==> config.mk <==
export PLATFORM = sky130hd
export DESIGN_NAME = cpu_pin_top
export DESIGN_NICKNAME = d
export VERILOG_FILES = /design/src/hw/cpu_pkg.sv /design/src/hw/cpu_bus_if.sv /design/src/hw/cpu_core.sv /design/src/hw/cpu_pin_top.sv /design/src/hw/pin_serializer.sv
export VERILOG_INCLUDE_DIRS = /design/src /design/src/hw
export SDC_FILE = /design/constraint.sdc
export NUM_CORES = 1
export LEC_CHECK = 0
export ABC_AREA = 0
export BUFFER_PORTS_ARGS = -buffer_cell sky130_fd_sc_hd__buf_2
export CAP_MARGIN = 20
export CORE_MARGIN = 2
export CORE_UTILIZATION = 40
export CTS_CLUSTER_DIAMETER = 120
export DETAILED_ROUTE_END_ITERATION = 16
export GPL_TIMING_DRIVEN = 1
export MAX_ROUTING_LAYER = met4
export SYNTH_ARGS = -nofsm -noshare
export SYNTH_HDL_FRONTEND = slang
export SYNTH_SLANG_ARGS = --single-unit
==> constraint.sdc <==
create_clock -name clk -period 10 [get_ports clk]
set_input_delay 0.5 -clock clk [delete_from_list [all_inputs] [get_ports clk]]
set_output_delay 0.5 -clock clk [all_outputs]
set_load 0.01 [all_outputs]
==> src/hw/cpu_params.svh <==
// Width, opcode field and frame-count macros for the core, bus and pin serializer
`ifndef CPU_PARAMS_SVH
`define CPU_PARAMS_SVH

`define CPU_WORD_W        32  // Data word and word address width
`define PIN_W             8   // One pin group
`define BYTES_PER_WORD    4   // Pin bytes per word
`define OP_W              4   // Opcode field at the top of an instruction

// One access: latch frame, four address/write frames, four read frames
`define FRAMES_PER_ACCESS 9

`define ADDR_FRAME0       1   // First frame with address byte on the pins
`define READ_FRAME0       5   // First frame sampling read data

`endif

==> src/hw/cpu_pkg.sv <==
// Shared types: word, address, pin byte, frame index, opcode and core state enums
`include "cpu_params.svh"

package cpu_pkg;

  typedef logic [`CPU_WORD_W-1:0] word_t;   // Instruction or data word
  typedef logic [`CPU_WORD_W-1:0] addr_t;   // Word address
  typedef logic [`PIN_W-1:0]      pin_byte_t;

  typedef logic [$clog2(`FRAMES_PER_ACCESS)-1:0] frame_t;  // 0 to 8

  // Top nibble of an instruction; unlisted codes behave as NOP
  typedef enum logic [`OP_W-1:0] {
    NOP   = 4'd0,
    LOAD  = 4'd1,
    ADD   = 4'd2,
    SUB   = 4'd3,
    STORE = 4'd4,
    JUMP  = 4'd5,
    JZ    = 4'd6,
    HALT  = 4'd15
  } opcode_t;

  typedef enum logic [1:0] {
    FETCH,
    EXEC,
    HALTED
  } core_state_t;

endpackage

==> src/hw/cpu_bus_if.sv <==
// Word-wide memory transaction bus between the core and the pin serializer
`timescale 1ns/1ps

interface cpu_bus_if
  import cpu_pkg::*;
(
  input logic clk
);

  logic  req;    // Level, held until done
  logic  we;
  addr_t addr;
  word_t wdata;
  word_t rdata;  // Valid in the done cycle of a read
  logic  done;   // One-cycle pulse

  modport core (
    input  clk,
    output req,
    output we,
    output addr,
    output wdata,
    input  rdata,
    input  done
  );

  modport ser (
    input  clk,
    input  req,
    input  we,
    input  addr,
    input  wdata,
    output rdata,
    output done
  );

endinterface

==> src/hw/cpu_core.sv <==
// Accumulator processor: fetch, execute and halt sequencing on the word bus
`timescale 1ns/1ps
`include "cpu_params.svh"

module cpu_core
  import cpu_pkg::*;
(
  input  logic       clk,
  input  logic       rst_n,
  cpu_bus_if.core    bus
);

  core_state_t state;
  core_state_t state_nx;
  addr_t       pc;
  addr_t       pc_nx;
  word_t       acc;
  word_t       acc_nx;
  word_t       ir;        // Instruction being executed
  word_t       insn;      // Instruction under decode this cycle
  opcode_t     op;
  addr_t       opnd;

  // Operand field zero-extended to a word address
  function automatic addr_t operand_of(input word_t w);
    return addr_t'(w[`CPU_WORD_W-`OP_W-1:0]);
  endfunction

  // Fresh fetch data is decoded straight off the bus in its done cycle
  assign insn = (state == FETCH) ? bus.rdata : ir;
  assign op   = opcode_t'(insn[`CPU_WORD_W-1 -: `OP_W]);
  assign opnd = operand_of(insn);

  always_comb begin
    state_nx = state;
    pc_nx    = pc;
    acc_nx   = acc;
    case (state)
      FETCH: begin
        if (bus.done) begin
          pc_nx = pc + addr_t'(1);
          case (op)
            LOAD, ADD, SUB, STORE: state_nx = EXEC;  // Needs a data access
            JUMP: pc_nx = opnd;
            JZ: begin
              if (acc == '0) begin
                pc_nx = opnd;
              end
            end
            HALT: state_nx = HALTED;
            default: ;                                // NOP and unused codes
          endcase
        end
      end
      EXEC: begin
        if (bus.done) begin
          case (op)
            LOAD:    acc_nx = bus.rdata;
            ADD:     acc_nx = acc + bus.rdata;        // Wraps
            SUB:     acc_nx = acc - bus.rdata;
            default: ;                                // STORE leaves acc
          endcase
          state_nx = FETCH;
        end
      end
      default: ;                                      // HALTED stays put
    endcase
  end

  // Request follows the next state so a new access is ready in the done cycle
  always_comb begin
    bus.wdata = acc;
    case (state_nx)
      FETCH: begin
        bus.req  = 1'b1;
        bus.we   = 1'b0;
        bus.addr = pc_nx;
      end
      EXEC: begin
        bus.req  = 1'b1;
        bus.we   = (op == STORE);
        bus.addr = opnd;
      end
      default: begin
        bus.req  = 1'b0;
        bus.we   = 1'b0;
        bus.addr = '0;
      end
    endcase
  end

  always_ff @(posedge clk or negedge rst_n) begin
    if (!rst_n) begin
      state <= FETCH;
      pc    <= '0;
      acc   <= '0;
    end else begin
      state <= state_nx;
      pc    <= pc_nx;
      acc   <= acc_nx;
    end
  end

  always_ff @(posedge clk) begin
    if (state == FETCH && bus.done) begin
      ir <= bus.rdata;
    end
  end

  // A pending request holds still until the serializer completes it
  a_req_stable: assert property (@(posedge clk) disable iff (!rst_n)
    (bus.req && !bus.done) |=>
      (bus.done || ($stable(bus.addr) && $stable(bus.we) && $stable(bus.wdata))))
    else $error("core changed a pending bus request");

endmodule

==> src/hw/cpu_pin_top.sv <==
// Chip top: accumulator core and pin serializer on the 8-bit pin groups
`timescale 1ns/1ps
`include "cpu_params.svh"

module cpu_pin_top (
  input  logic [`PIN_W-1:0] ui_in,
  output logic [`PIN_W-1:0] uo_out,
  input  logic [`PIN_W-1:0] uio_in,
  output logic [`PIN_W-1:0] uio_out,
  output logic [`PIN_W-1:0] uio_oe,
  input  logic              ena,
  input  logic              clk,
  input  logic              rst_n
);

  cpu_bus_if bus (
    .clk (clk)
  );

  cpu_core u_core (
    .clk   (clk),
    .rst_n (rst_n),
    .bus   (bus.core)
  );

  pin_serializer u_ser (
    .clk        (clk),
    .rst_n      (rst_n),
    .bus        (bus.ser),
    .pin_out    (uo_out),
    .pin_io_out (uio_out),
    .pin_io_oe  (uio_oe),
    .pin_io_in  (uio_in)
  );

  // Dedicated inputs and enable have no function here
  logic unused_pins;
  assign unused_pins = &{ena, ui_in, 1'b0};

endmodule

==> src/hw/pin_serializer.sv <==
// Pin serializer: nine-frame engine moving one word transaction over 8-bit pins
`timescale 1ns/1ps
`include "cpu_params.svh"

module pin_serializer
  import cpu_pkg::*;
(
  input  logic      clk,
  input  logic      rst_n,
  cpu_bus_if.ser    bus,
  output pin_byte_t pin_out,
  output pin_byte_t pin_io_out,
  output pin_byte_t pin_io_oe,
  input  pin_byte_t pin_io_in
);

  frame_t frame;
  logic   slot_act;     // Current nine frames carry a transaction
  logic   slot_we;
  addr_t  slot_addr;
  word_t  slot_wdata;
  logic [`CPU_WORD_W-`PIN_W-1:0] rd_shift;  // Read bytes 0 to 2

  logic   at_latch;
  logic   last_frame;
  logic   out_phase;
  logic   in_phase;
  logic   src_act;
  logic   src_we;
  addr_t  src_addr;
  word_t  src_wdata;
  logic [$clog2(`BYTES_PER_WORD)-1:0] lane;

  assign at_latch   = (frame == '0);
  assign last_frame = (frame == frame_t'(`FRAMES_PER_ACCESS - 1));
  // Frames 0 to 3 load the registered pins for frames 1 to 4
  assign out_phase  = (frame < frame_t'(`ADDR_FRAME0 + `BYTES_PER_WORD - 1));
  assign in_phase   = (frame >= frame_t'(`READ_FRAME0));
  assign lane       = frame[$clog2(`BYTES_PER_WORD)-1:0];

  // Byte 0 goes out at the latch edge, so take it from the bus directly
  assign src_act   = at_latch ? bus.req   : slot_act;
  assign src_we    = at_latch ? bus.we    : slot_we;
  assign src_addr  = at_latch ? bus.addr  : slot_addr;
  assign src_wdata = at_latch ? bus.wdata : slot_wdata;

  always_ff @(posedge clk or negedge rst_n) begin
    if (!rst_n) begin
      frame <= '0;
    end else if (last_frame) begin
      frame <= '0;
    end else begin
      frame <= frame + frame_t'(1);
    end
  end

  always_ff @(posedge clk or negedge rst_n) begin
    if (!rst_n) begin
      slot_act <= 1'b0;
      slot_we  <= 1'b0;
    end else if (at_latch) begin
      slot_act <= bus.req;               // Low req leaves an idle slot
      slot_we  <= bus.we & bus.req;
    end
  end

  always_ff @(posedge clk) begin
    if (at_latch) begin
      slot_addr  <= bus.addr;
      slot_wdata <= bus.wdata;
    end
  end

  always_ff @(posedge clk or negedge rst_n) begin
    if (!rst_n) begin
      pin_out    <= '0;
      pin_io_out <= '0;
      pin_io_oe  <= '0;
    end else if (out_phase && src_act) begin
      pin_out    <= src_addr[lane*`PIN_W +: `PIN_W];
      pin_io_out <= src_we ? src_wdata[lane*`PIN_W +: `PIN_W] : '0;
      pin_io_oe  <= {`PIN_W{src_we}};    // Drive uio only for writes
    end else begin
      pin_out    <= '0;
      pin_io_out <= '0;
      pin_io_oe  <= '0;
    end
  end

  // Read bytes arrive LSB first and shift down from the top
  always_ff @(posedge clk) begin
    if (in_phase && !last_frame) begin
      rd_shift <= {pin_io_in, rd_shift[`CPU_WORD_W-`PIN_W-1:`PIN_W]};
    end
    if (last_frame) begin
      bus.rdata <= {pin_io_in, rd_shift};
    end
  end

  always_ff @(posedge clk or negedge rst_n) begin
    if (!rst_n) begin
      bus.done <= 1'b0;
    end else begin
      bus.done <= last_frame & slot_act;  // Lands in the next frame 0
    end
  end

  a_oe_window: assert property (@(posedge clk) disable iff (!rst_n)
    (pin_io_oe != '0) |->
      (frame >= frame_t'(`ADDR_FRAME0) &&
       frame <  frame_t'(`ADDR_FRAME0 + `BYTES_PER_WORD)))
    else $error("uio_oe driven outside the address frames");

  a_done_pulse: assert property (@(posedge clk) disable iff (!rst_n)
    bus.done |=> !bus.done)
    else $error("done held for more than one cycle");

endmodule

==> reports/metrics.cfg, run 1 <==
[outcome]
status=complete, no violations

[logic_synthesis]
synth-edff-count=88
ys_seq_area_share_pct=49.3
syn_area_per_cell_um2=9.43
synth_warnings=0
async_flop_share_pct=37.2
synth_cell_types=76
ys.flop_type=dfrtp_1
netlist_area_um2=12500
synth_nets=1385
synth_seq_cells=242
netlist_instances=1329

[drt]
drc=0
antenna_left=0
dr.pass1.iters=7
wirelength_mm=35.0
avgRoutedWirePerCell_um=19.9
dr_total_vias=9953
via_per_inst=5.67
drt_iter0_drc=1094

[pwr]
power_frac_clock_pct=38.3
p_seq_share_pct=44.4
power_leakage_nw=5.70
switching_share_pct=28.4
intPower_w=0.00191
combPwrFrac_pct=17.3
vdd_drop_max_mv=0.119
power.density_nw_per_um2=190
switching_power_w=0.000757

[clock_network]
numCtsBuffers=28
cts_sinks=242
cts_root_buffer=clkbuf_16
htree_levels=1
clk_path_buf_depth=3
insertion_delay_ns=0.55
path_clk_slew_ns=0.06
postCtsHoldBufs=1
cts_repair_resize_count=0
cts_tree=built
post-cts-setup-buffers=0

[floorplanning]
boundaryPins=43
die_h_um=181
num_rows=64
initial_core_util_pct=40.8
core-area_um2=30700
die_x_um=181
die_area_um2=32800

[setup_path]
setup.worst_path.class=flip-flop to flip-flop
cp-start-kind=flip-flop
worstPathMaxFanout=11
worst_setup_path_end_kind=flip-flop
cp.arrival_ns=5.41
cp.required_ns=10.45

[hold_path]
worstHoldPathType=input pin to flip-flop

[timing]
final.setup_skew_ns=0.0239
final.period_utilization_pct=49.7
tightestPinTransition_ns=1.06
slew_headroom_pct=29.1
setup-violations-final=0
grt_setup_unrepaired=false
tns_ns=0
slew_violations=0
timing.final.hold_violations=0
period_minus_slack_ns=4.97
clock.fmax_mhz=201

[cells_and_area]
n_antenna_cell=0
layout_commonest_cell=nand2_1
area_growth_pct=11.8
final_util_pct=45.6
final_cell_mix=nand2_1, nor2_1, a21oi_1
num-nets-final=1394
nFillCells=2966
drive_gt1_share_pct=9.12

[placement]
port_buffers=33
dpl.hpwl_mm=24.9
gp_congestion=0.905

[flow_run]
cap_violations=0

[global_route]
antenna_found_initial=0
grt_pass1_wl_mm=54.9
grt_max_degree=77
grt_usage_pct=22.0
gr-total-overflow=0
grt_pass1_vias=9389

## metal layers
| metal | vias to the layer above | global-route usage [%] | wire (um) |
|---|---|---|---|
| met2 | 322 | 32.4 | 15200 |
| li1 | 4802 | - | - |
| met3 | 55 | 2.36 | 1980 |
| met4 | 0 | 5.63 | 915 |
| met1 | 4774 | 32.2 | 16800 |
| met5 | - | - | 0 |
## sequential cells by signal (all words and copies together) (netlist names)
name,count
u_ser.pin_io_out,8
u_ser.rd_shift,24
u_ser.pin_io_oe,1
u_ser.slot_addr,32
u_core.state,2
u_ser.bus.rdata,32
u_core.ir,32
u_ser.slot_wdata,32
u_ser.frame,4
u_ser.bus.done,1
u_ser.slot_we,1
u_core.pc,32
u_core.bus.wdata,32
u_ser.pin_out,8
u_ser.slot_act,1
## cell usage after synthesis (5+ instances only)
library cell	instances	area (um^2)
nand2_1	205	769
nor2_1	135	507
a21oi_1	113	566
dfrtp_1	90	2250
edfxtp_1	88	2640
o21ai_0	79	395
dfxtp_1	64	1280
clkbuf_1	48	180
ha_1	36	450
mux2i_1	33	330
nand3_1	33	165
or3_1	30	188
xor2_1	29	254
inv_1	28	105
xnor2_1	26	228
nor3_1	25	125
a21o_1	15	113
o21a_1	15	113
o31ai_1	14	105
nand4_1	12	75.1
nor4_1	12	75.1
o22a_1	12	105
a22o_1	11	96.3
and2_1	11	68.8
nand2b_1	11	68.8
a22oi_1	10	75.1
a211o_1	9	78.8
a211oi_1	8	60.1
buf_1	8	30.0
nor2b_1	8	50.1
buf_2	7	35.0
buf_4	7	52.6
and3_1	6	37.5
a32oi_1	5	43.8
mux2_2	5	56.3
o21bai_1	5	37.5
o22ai_1	5	31.3
o32a_1	5	50.1
## per-stage QoR
stage | hold WS, ns | cell area [um^2] | worst slack [ns] | total power (W) | std cells
floorplan | 0.204 | 12500 | 5.33 | 0.00152 | 1329
global placement | 0.401 | 13000 | 5.14 | 0.00165 | 1701
detailed placement | 0.405 | 13000 | 5.13 | 0.00165 | 1701
CTS | 0.136 | 14000 | 5.09 | 0.00268 | 1753
global route | 0.139 | 14000 | 4.61 | 0.00279 | 1755
finish | 0.154 | 14000 | 5.03 | 0.00267 | 1755
## power groups by stage
stage	clock, W	combinational, W	sequential (W)
after global routing	0.00108	0.000507	0.00120
after floorplan	0	0.000337	0.00118
after global placement	0	0.000448	0.00120
after CTS	0.00104	0.000456	0.00118
final	0.00102	0.000463	0.00118
after detailed placement	0	0.000454	0.00120
## logic make-up after synthesis
logic type      after synthesis  synth area share (%)
compound gates              348                  17.9
xor+xnor                     55                  3.84
fa+ha+maj                    37                  3.75
buf+inv                     102                  3.51
flops                       242                  49.3
mux                          42                  3.74
simple gates                503                  18.0
## area by class of cell
cell class / count / area [um^2] / area share (%)
clock buffer: 35 / 757 / 5.40
multi-input combinational: 985 / 5950 / 42.5
sequential: 242 / 6180 / 44.1
inverter: 29 / 109 / 0.777
clock inverter: 16 / 179 / 1.28
timing repair buffer: 52 / 345 / 2.46
tap: 396 / 495 / 3.54
## path summary, 6_finish.rpt
check	to	from	depth (start not counted)	slack [ns]
worst max-delay path	u_core.bus.wdata[29]	u_core.state[0]	16	5.03
worst min-delay path	u_ser.bus.rdata[28]	uio_in[4]	1	0.15
max in group asynchronous	u_ser.pin_io_out[7]	rst_n	4	8.61
min in group asynchronous	u_core.bus.wdata[8]	rst_n	2	0.37
worst min register to register	u_ser.bus.rdata[6]	u_ser.rd_shift[6]	0	0.42
worst max register to register	u_core.bus.wdata[29]	u_core.state[0]	16	5.03
## critical path, cell delays in order (launching register included)
cell and delay [ns]:
dfrtp_1 0.47, or2_1 0.37, nor3_1 0.39, o21a_1 0.50, a21oi_1 0.11, xnor2_1 0.15
ha_1 0.34, nand2_1 0.11, a211oi_1 0.45, o31a_1 0.32, o211ai_1 0.15, a21oi_1 0.29
o221ai_1 0.26, o21a_1 0.26, or3_1 0.38, xor2_1 0.15, o21ai_0 0.15
Power figures use the tool's default switching activity.
==> run 2: changes to the inputs <==
clock period = 4.78 ns   (was 10 ns; I/O delays follow)
==> run 2 against run 1 <==
Register-to-register slack got worse by 4.8 ns; maximum frequency grew 9.8%; non-clock buffer count up 47; sequential power is 110% higher; clock skew fell by 0.0033 ns; combinational power up 120%.
==> reports/metrics.cfg, run 2 (synthesized netlist as in run 1, its figures left out) <==
[floorplanning]
num_rows=64  ; unchanged
initial_core_util_pct=40.8  ; unchanged
die_h_um=181  ; unchanged
die_area_um2=32800  ; unchanged
core-area_um2=30700  ; unchanged
die_x_um=181  ; unchanged
boundaryPins=43  ; unchanged

[placement]
gp_congestion=0.911  ; +0.66%
dpl_worst_slack_ns=0.180  ; -4.95 ns
port_buffers=33  ; unchanged
dpl.hpwl_mm=26.4  ; +6.0%
place_area_um2=13300  ; +2.3%

[setup_path]
worst_setup_path_end_kind=flip-flop
setup.worst_path.class=flip-flop to flip-flop
crit_top_cell=or3_1
cp-start-kind=flip-flop
cp_cell_sequence=or3_1, or3_1, or3_1, nor4_4, nand2_1, nor2_2, inv_1, o21ai_0, xor2_1, ha_1, nor2b_1, or4_1, o221ai_1, o31ai_1, a221oi_1, xor2_1, o21ai_0
crit_family=simple AND/OR/NAND/NOR gates
slowest_stage=or3_1
cp.arrival_ns=4.93  ; -0.48 ns
cp.required_ns=5.18  ; -5.27 ns
worstPathMaxFanout=5  ; -6
cp_slowest_stage_delay_ns=0.40  ; -0.10 ns
worst-path-buf-inv=1  ; +1

[clock_network]
post-cts-setup-buffers=0  ; unchanged
insertion_delay_ns=0.56  ; about the same
cts_root_buffer=clkbuf_16
clk_path_buf_depth=3  ; unchanged
htree_levels=1  ; unchanged
numCtsBuffers=27  ; -3.6%
path_clk_slew_ns=0.06  ; about the same
cts_sinks=242  ; unchanged
cts_tree=built

[drt]
via_per_inst=5.70  ; +0.59%
antenna_left=0  ; unchanged
avgRoutedWirePerCell_um=20.4  ; +2.5%
dr.pass1.iters=5  ; -2
dr_total_vias=10300  ; +3.2%
drc=0  ; unchanged
drt_iter0_drc=931  ; -15%
wirelength_mm=36.8  ; +5.2%

[global_route]
grt.busiest_layer=met2
antenna_found_initial=0  ; unchanged
grt_max_degree=56  ; -27%
grt_pass1_wl_mm=57.4  ; +4.7%
use_met1_pct=33.6  ; +1.3 points
use_met3_pct=2.88  ; +0.52 points
grt_pass1_vias=9689  ; +3.2%
grt_usage_pct=23.1  ; +1.2 points
gr-total-overflow=0  ; unchanged
use_met2_pct=34.4  ; +2.0 points

[hold_path]
worstHoldPathType=input pin to async pin

[cells_and_area]
final_cell_mix=nand2_1, nor2_1, a21oi_1
drive_gt1_share_pct=11.4  ; +2.3 points
design_area_um2=14300  ; +2.2%
num-nets-final=1440  ; +3.3%
n_antenna_cell=0  ; unchanged
area_growth_pct=14.2
nFillCells=2946  ; -0.67%
layout_commonest_cell=nand2_1

[pwr]
power.density_nw_per_um2=385  ; +100%
power_leakage_nw=5.88  ; +3.1%
vdd_drop_max_mv=0.255  ; +110%
combPwrFrac_pct=18.4  ; +1.1 points
power_frac_clock_pct=36.8  ; -1.5 points
switching_share_pct=29.1  ; +0.76 points
switching_power_w=0.00161  ; +110%
p_seq_share_pct=44.8  ; +0.4 points
intPower_w=0.00390  ; +100%

[timing]
final.setup_skew_ns=0.0206  ; -0.00334 ns
timing.final.hold_violations=0  ; unchanged
tightestPinTransition_ns=1.06  ; +0.00290 ns
final.period_utilization_pct=94.6  ; +45 points
slew_headroom_pct=29.0  ; -0.099 points
setup_slack_ns=0.256  ; -4.78 ns
period_minus_slack_ns=4.52  ; -0.442 ns
setup-violations-final=0  ; unchanged
clock.fmax_mhz=221  ; +9.8%
slew_violations=0  ; unchanged

[flow_run]
cap_violations=0  ; unchanged

[outcome]
status=complete, no violations

run 2: cell types whose count changed in the layout (fill, tap and decap cells not counted), sizes merged:
cell / delta
dlygate4sd3: +8
clkinvlp: +1
buf: +39
clkbuf: -1
bufinv: -1
run 2: worst paths after layout:
| path | slack, ns | startpoint | cells after the start | endpoint |
|---|---|---|---|---|
| min in group clk | 0.42 | u_ser.rd_shift[1] | 0 | u_ser.bus.rdata[1] |
| max | 0.26 | u_ser.bus.rdata[5] | 17 | u_core.bus.wdata[27] |
| min reg2reg | 0.42 | u_ser.rd_shift[1] | 0 | u_ser.bus.rdata[1] |
| min | 0.34 | rst_n | 2 | u_core.bus.wdata[27] |
| max in group asynchronous | 3.41 | rst_n | 3 | u_ser.pin_out[5] |
| max reg2reg | 0.26 | u_ser.bus.rdata[5] | 17 | u_core.bus.wdata[27] |
run 2: power groups by stage:
| stage | Sequential [W] | Clock, W | Combinational (W) |
|---|---|---|---|
| 2_1_floorplan | 0.00246 | 0 | 0.000706 |
| 3_3_place_gp | 0.00250 | 0 | 0.000984 |
| 6_report | 0.00247 | 0.00203 | 0.00101 |
| 5_1_grt | 0.00249 | 0.00214 | 0.00111 |
| 3_5_place_dp | 0.00250 | 0 | 0.000994 |
| 4_1_cts | 0.00246 | 0.00206 | 0.00100 |
run 2: metal layers:
layer  vias to the layer above  part of all wire, %
met5                         -                    0
met4                         0                  2.4
met3                        76                  6.6
met2                       341                   43
met1                      4958                   48
li1                       4899                    -
run 2: area by class of cell:
cell class	count	area, um^2	share of cell area, %
Sequential cell	242	6180	43.1
Multi-Input combinational cell	985	5980	41.8
Clock buffer	34	712	4.97
Timing Repair Buffer	99	698	4.88
Tap cell	396	495	3.46
Clock inverter	16	146	1.02
Inverter	29	109	0.760
run 2: timing repair:
item	in CTS	in global routing
resized for setup	0	7
setup endpoints to repair	0	6
endpoints found under the hold margin	70	0
hold buffers	9	0
run 2: metrics by stage:
stage | power, W | hold slack [ns] | setup TNS [ns] | cells | util (%)
after global placement | 0.00348 | 0.403 | 0 | 1741 | 43.3
after global routing | 0.00574 | 0.414 | -0.0113 | 1801 | 46.6
final | 0.00551 | 0.343 | 0 | 1801 | 46.6
after CTS | 0.00553 | 0.377 | 0 | 1800 | 46.4
after detailed placement | 0.00350 | 0.405 | 0 | 1741 | 43.3
after floorplan | 0.00317 | -0.0566 | 0 | 1329 | -
==> run 3: changes to the inputs <==
ABC_CLOCK_PERIOD_IN_PS = 4780   (was default)
CTS_BUF_LIST = sky130_fd_sc_hd__clkbuf_2 sky130_fd_sc_hd__clkbuf_4 sky130_fd_sc_hd__clkbuf_8   (was default)
==> run 3 against run 2 <==
Via count grew 0.85%; cell area grew 0.47%; final cell count grew 1.6%; clock skew grew 0.024 ns; clock power is essentially flat; count of clock-buffer cells in the layout grew 31; sequential power is essentially flat; flip-flop and latch count is the same; sequential share of layout area shrank 0.20 points; die area is the same; non-clock buffer count is the same; first-iteration DRC count grew 6.0%; critical endpoint unchanged; highest routed layer unchanged.
==> reports/metrics.cfg, run 3 (synthesized netlist as in run 1, its figures left out) <==
[timing]
tightestPinTransition_ns=1.04  ; -0.0264 ns
setup_slack_ns=0.253  ; -0.00310 ns
final.period_utilization_pct=94.7  ; about the same
final.setup_skew_ns=0.0446  ; +0.0240 ns
period_minus_slack_ns=4.53  ; +0.00310 ns
clock.fmax_mhz=221  ; about the same
timing.final.hold_violations=0  ; unchanged
hold_slack_ns=0.328  ; -0.0156 ns
slew_headroom_pct=30.8  ; +1.8 points
tns_ns=0  ; unchanged
setup-violations-final=0  ; unchanged
slew_violations=0  ; unchanged

[pwr]
vdd_drop_max_mv=0.187  ; -27%
power.density_nw_per_um2=384  ; about the same
finalPower_w=0.00553  ; +0.40%
power_leakage_nw=5.94  ; +1.1%

[floorplanning]
core-area_um2=30700  ; unchanged
initial_core_util_pct=40.8  ; unchanged
num_rows=64  ; unchanged
boundaryPins=43  ; unchanged
die_x_um=181  ; unchanged
die_h_um=181  ; unchanged
die_area_um2=32800  ; unchanged

[setup_path]
crit_start=u_ser.bus.rdata[7]
rr_startpoint=u_ser.bus.rdata[7]
worstPathMaxFanout=5  ; unchanged
slowest_stage=edfxtp_1
cp_slowest_stage_delay_ns=0.41  ; about the same
r2r_slack_ns=0.25  ; about the same
worst_setup_path_end_kind=flip-flop
cp.arrival_ns=4.93  ; about the same
cp-start-kind=flip-flop
cp_cell_sequence=or3_1, or3_1, or3_1, nor4_4, nand2_1, nor2_2, inv_1, o21ai_0, xor2_1, ha_1, nor2b_1, or4_1, o221ai_1, o31ai_1, a221oi_1, xor2_1, o21ai_0
cp.required_ns=5.18  ; about the same
crit_top_cell=or3_1
setup.worst_path.class=flip-flop to flip-flop

[global_route]
grt_pass1_vias=9908  ; +2.3%
grt_usage_pct=23.4  ; +0.28 points
grt_pass1_wl_mm=57.8  ; +0.66%
grt_max_degree=56  ; unchanged
antenna_found_initial=0  ; unchanged
gr-total-overflow=0  ; unchanged

[cells_and_area]
multi_input_area_um2=5980  ; unchanged
ff_latch_area_um2=6180  ; unchanged
nFillCells=2958  ; +0.41%
area_growth_pct=14.8
drive_gt1_share_pct=13.8  ; +2.4 points
final_cell_mix=nand2_1, nor2_1, a21oi_1
n_antenna_cell=0  ; unchanged
design_area_um2=14400  ; +0.47%
num-nets-final=1456  ; +1.1%
layout_commonest_cell=nand2_1

[drt]
avgRoutedWirePerCell_um=20.1  ; -1.3%
dr.pass1.iters=6  ; +1
drc=0  ; unchanged
via_per_inst=5.66  ; -0.75%
antenna_left=0  ; unchanged
dr_total_vias=10400  ; +0.85%
drt_iter0_drc=987  ; +6.0%
wirelength_mm=36.8  ; +0.25%

[clock_network]
insertion_delay_ns=0.58  ; +0.02 ns
numCtsBuffers=43  ; +59%
path_clk_slew_ns=0.06  ; about the same
cts_sinks=242  ; unchanged
clk_path_buf_depth=3  ; unchanged
cts_root_buffer=clkbuf_8
post-cts-setup-buffers=0  ; unchanged
cts_tree=built
htree_levels=2  ; +1

[placement]
gp_congestion=0.911  ; unchanged
dpl_worst_slack_ns=0.180  ; unchanged
dpl.hpwl_mm=26.4  ; unchanged
place_area_um2=13300  ; unchanged
port_buffers=33  ; unchanged

[flow_run]
cap_violations=0  ; unchanged

[hold_path]
worstHoldPathType=input pin to async pin

[outcome]
status=complete, no violations

==> run 3: cell count changes in the layout (fill, tap and decap cells not counted) <==
cell / before / now
inv_6: 0 / 1
clkbuf_16: 27 / 0
clkbuf_1: 6 / 0
clkinv_4: 2 / 0
clkinv_1: 8 / 5
clkinvlp_4: 1 / 3
clkbuf_8: 1 / 48
clkinv_8: 0 / 1
inv_16: 1 / 0
clkbuf_4: 0 / 17
==> run 3: metal layers <==
layer | part of all wire, % | track usage, % | up-vias | routed length, um
met3 | 6.9 | 3.59 | 72 | 2560
met5 | 0 | - | - | 0
met2 | 43 | 34.4 | 374 | 15900
li1 | - | - | 4939 | -
met4 | 2.6 | 7.19 | 0 | 964
met1 | 47 | 33.3 | 4976 | 17400
==> run 3: worst paths after layout <==
check,end,cells after the start
max,u_core.bus.wdata[27],17
min,u_core.bus.wdata[26],2
max reg2reg,u_core.bus.wdata[27],17
min reg2reg,u_ser.bus.rdata[1],0
max in group asynchronous,u_ser.pin_io_out[5],3
min in group clk,u_ser.rd_shift[18],2
==> run 3: layout make-up <==
type,count,share of cell area (%)
Timing Repair Buffer,99,4.85
Sequential cell,242,42.9
Clock inverter,14,0.957
Tap cell,396,3.44
Multi-Input combinational cell,985,41.6
Clock buffer,65,5.48
Inverter,29,0.757
==> run 3: per-stage QoR <==
step / utilization (%) / cells
floorplan: - / 1329
global placement: 43.3 / 1741
detailed placement: 43.3 / 1741
CTS: 46.6 / 1829
global route: 46.8 / 1830
finish: 46.8 / 1830
==> run 3: power by group <==
| part | internal (W) | switching [W] | leakage, nW |
|---|---|---|---|
| logic | 0.000406 | 0.000607 | 2.94 |
| clock network | 0.00117 | 0.000881 | 0.481 |
| registers | 0.00233 | 0.000134 | 2.52 |
| total | 0.00391 | 0.00162 | 5.94 |
==> run 3: timing repair <==
item | in CTS | in global routing
hold buffers | 9 | 0
setup endpoints to repair | 0 | 6
hold endpoints to repair | 70 | 0
resized for setup | 0 | 7
==> run 3: critical path: cells and delay by family (launching register included) <==
| family | cells | cell delay, ns |
|---|---|---|
| xor+xnor | 2 | 0.35 |
| compound gates | 5 | 1.03 |
| simple gates | 8 | 2.22 |
| flops | 1 | 0.41 |
| buf+inv | 1 | 0.06 |
| fa+ha+maj | 1 | 0.30 |
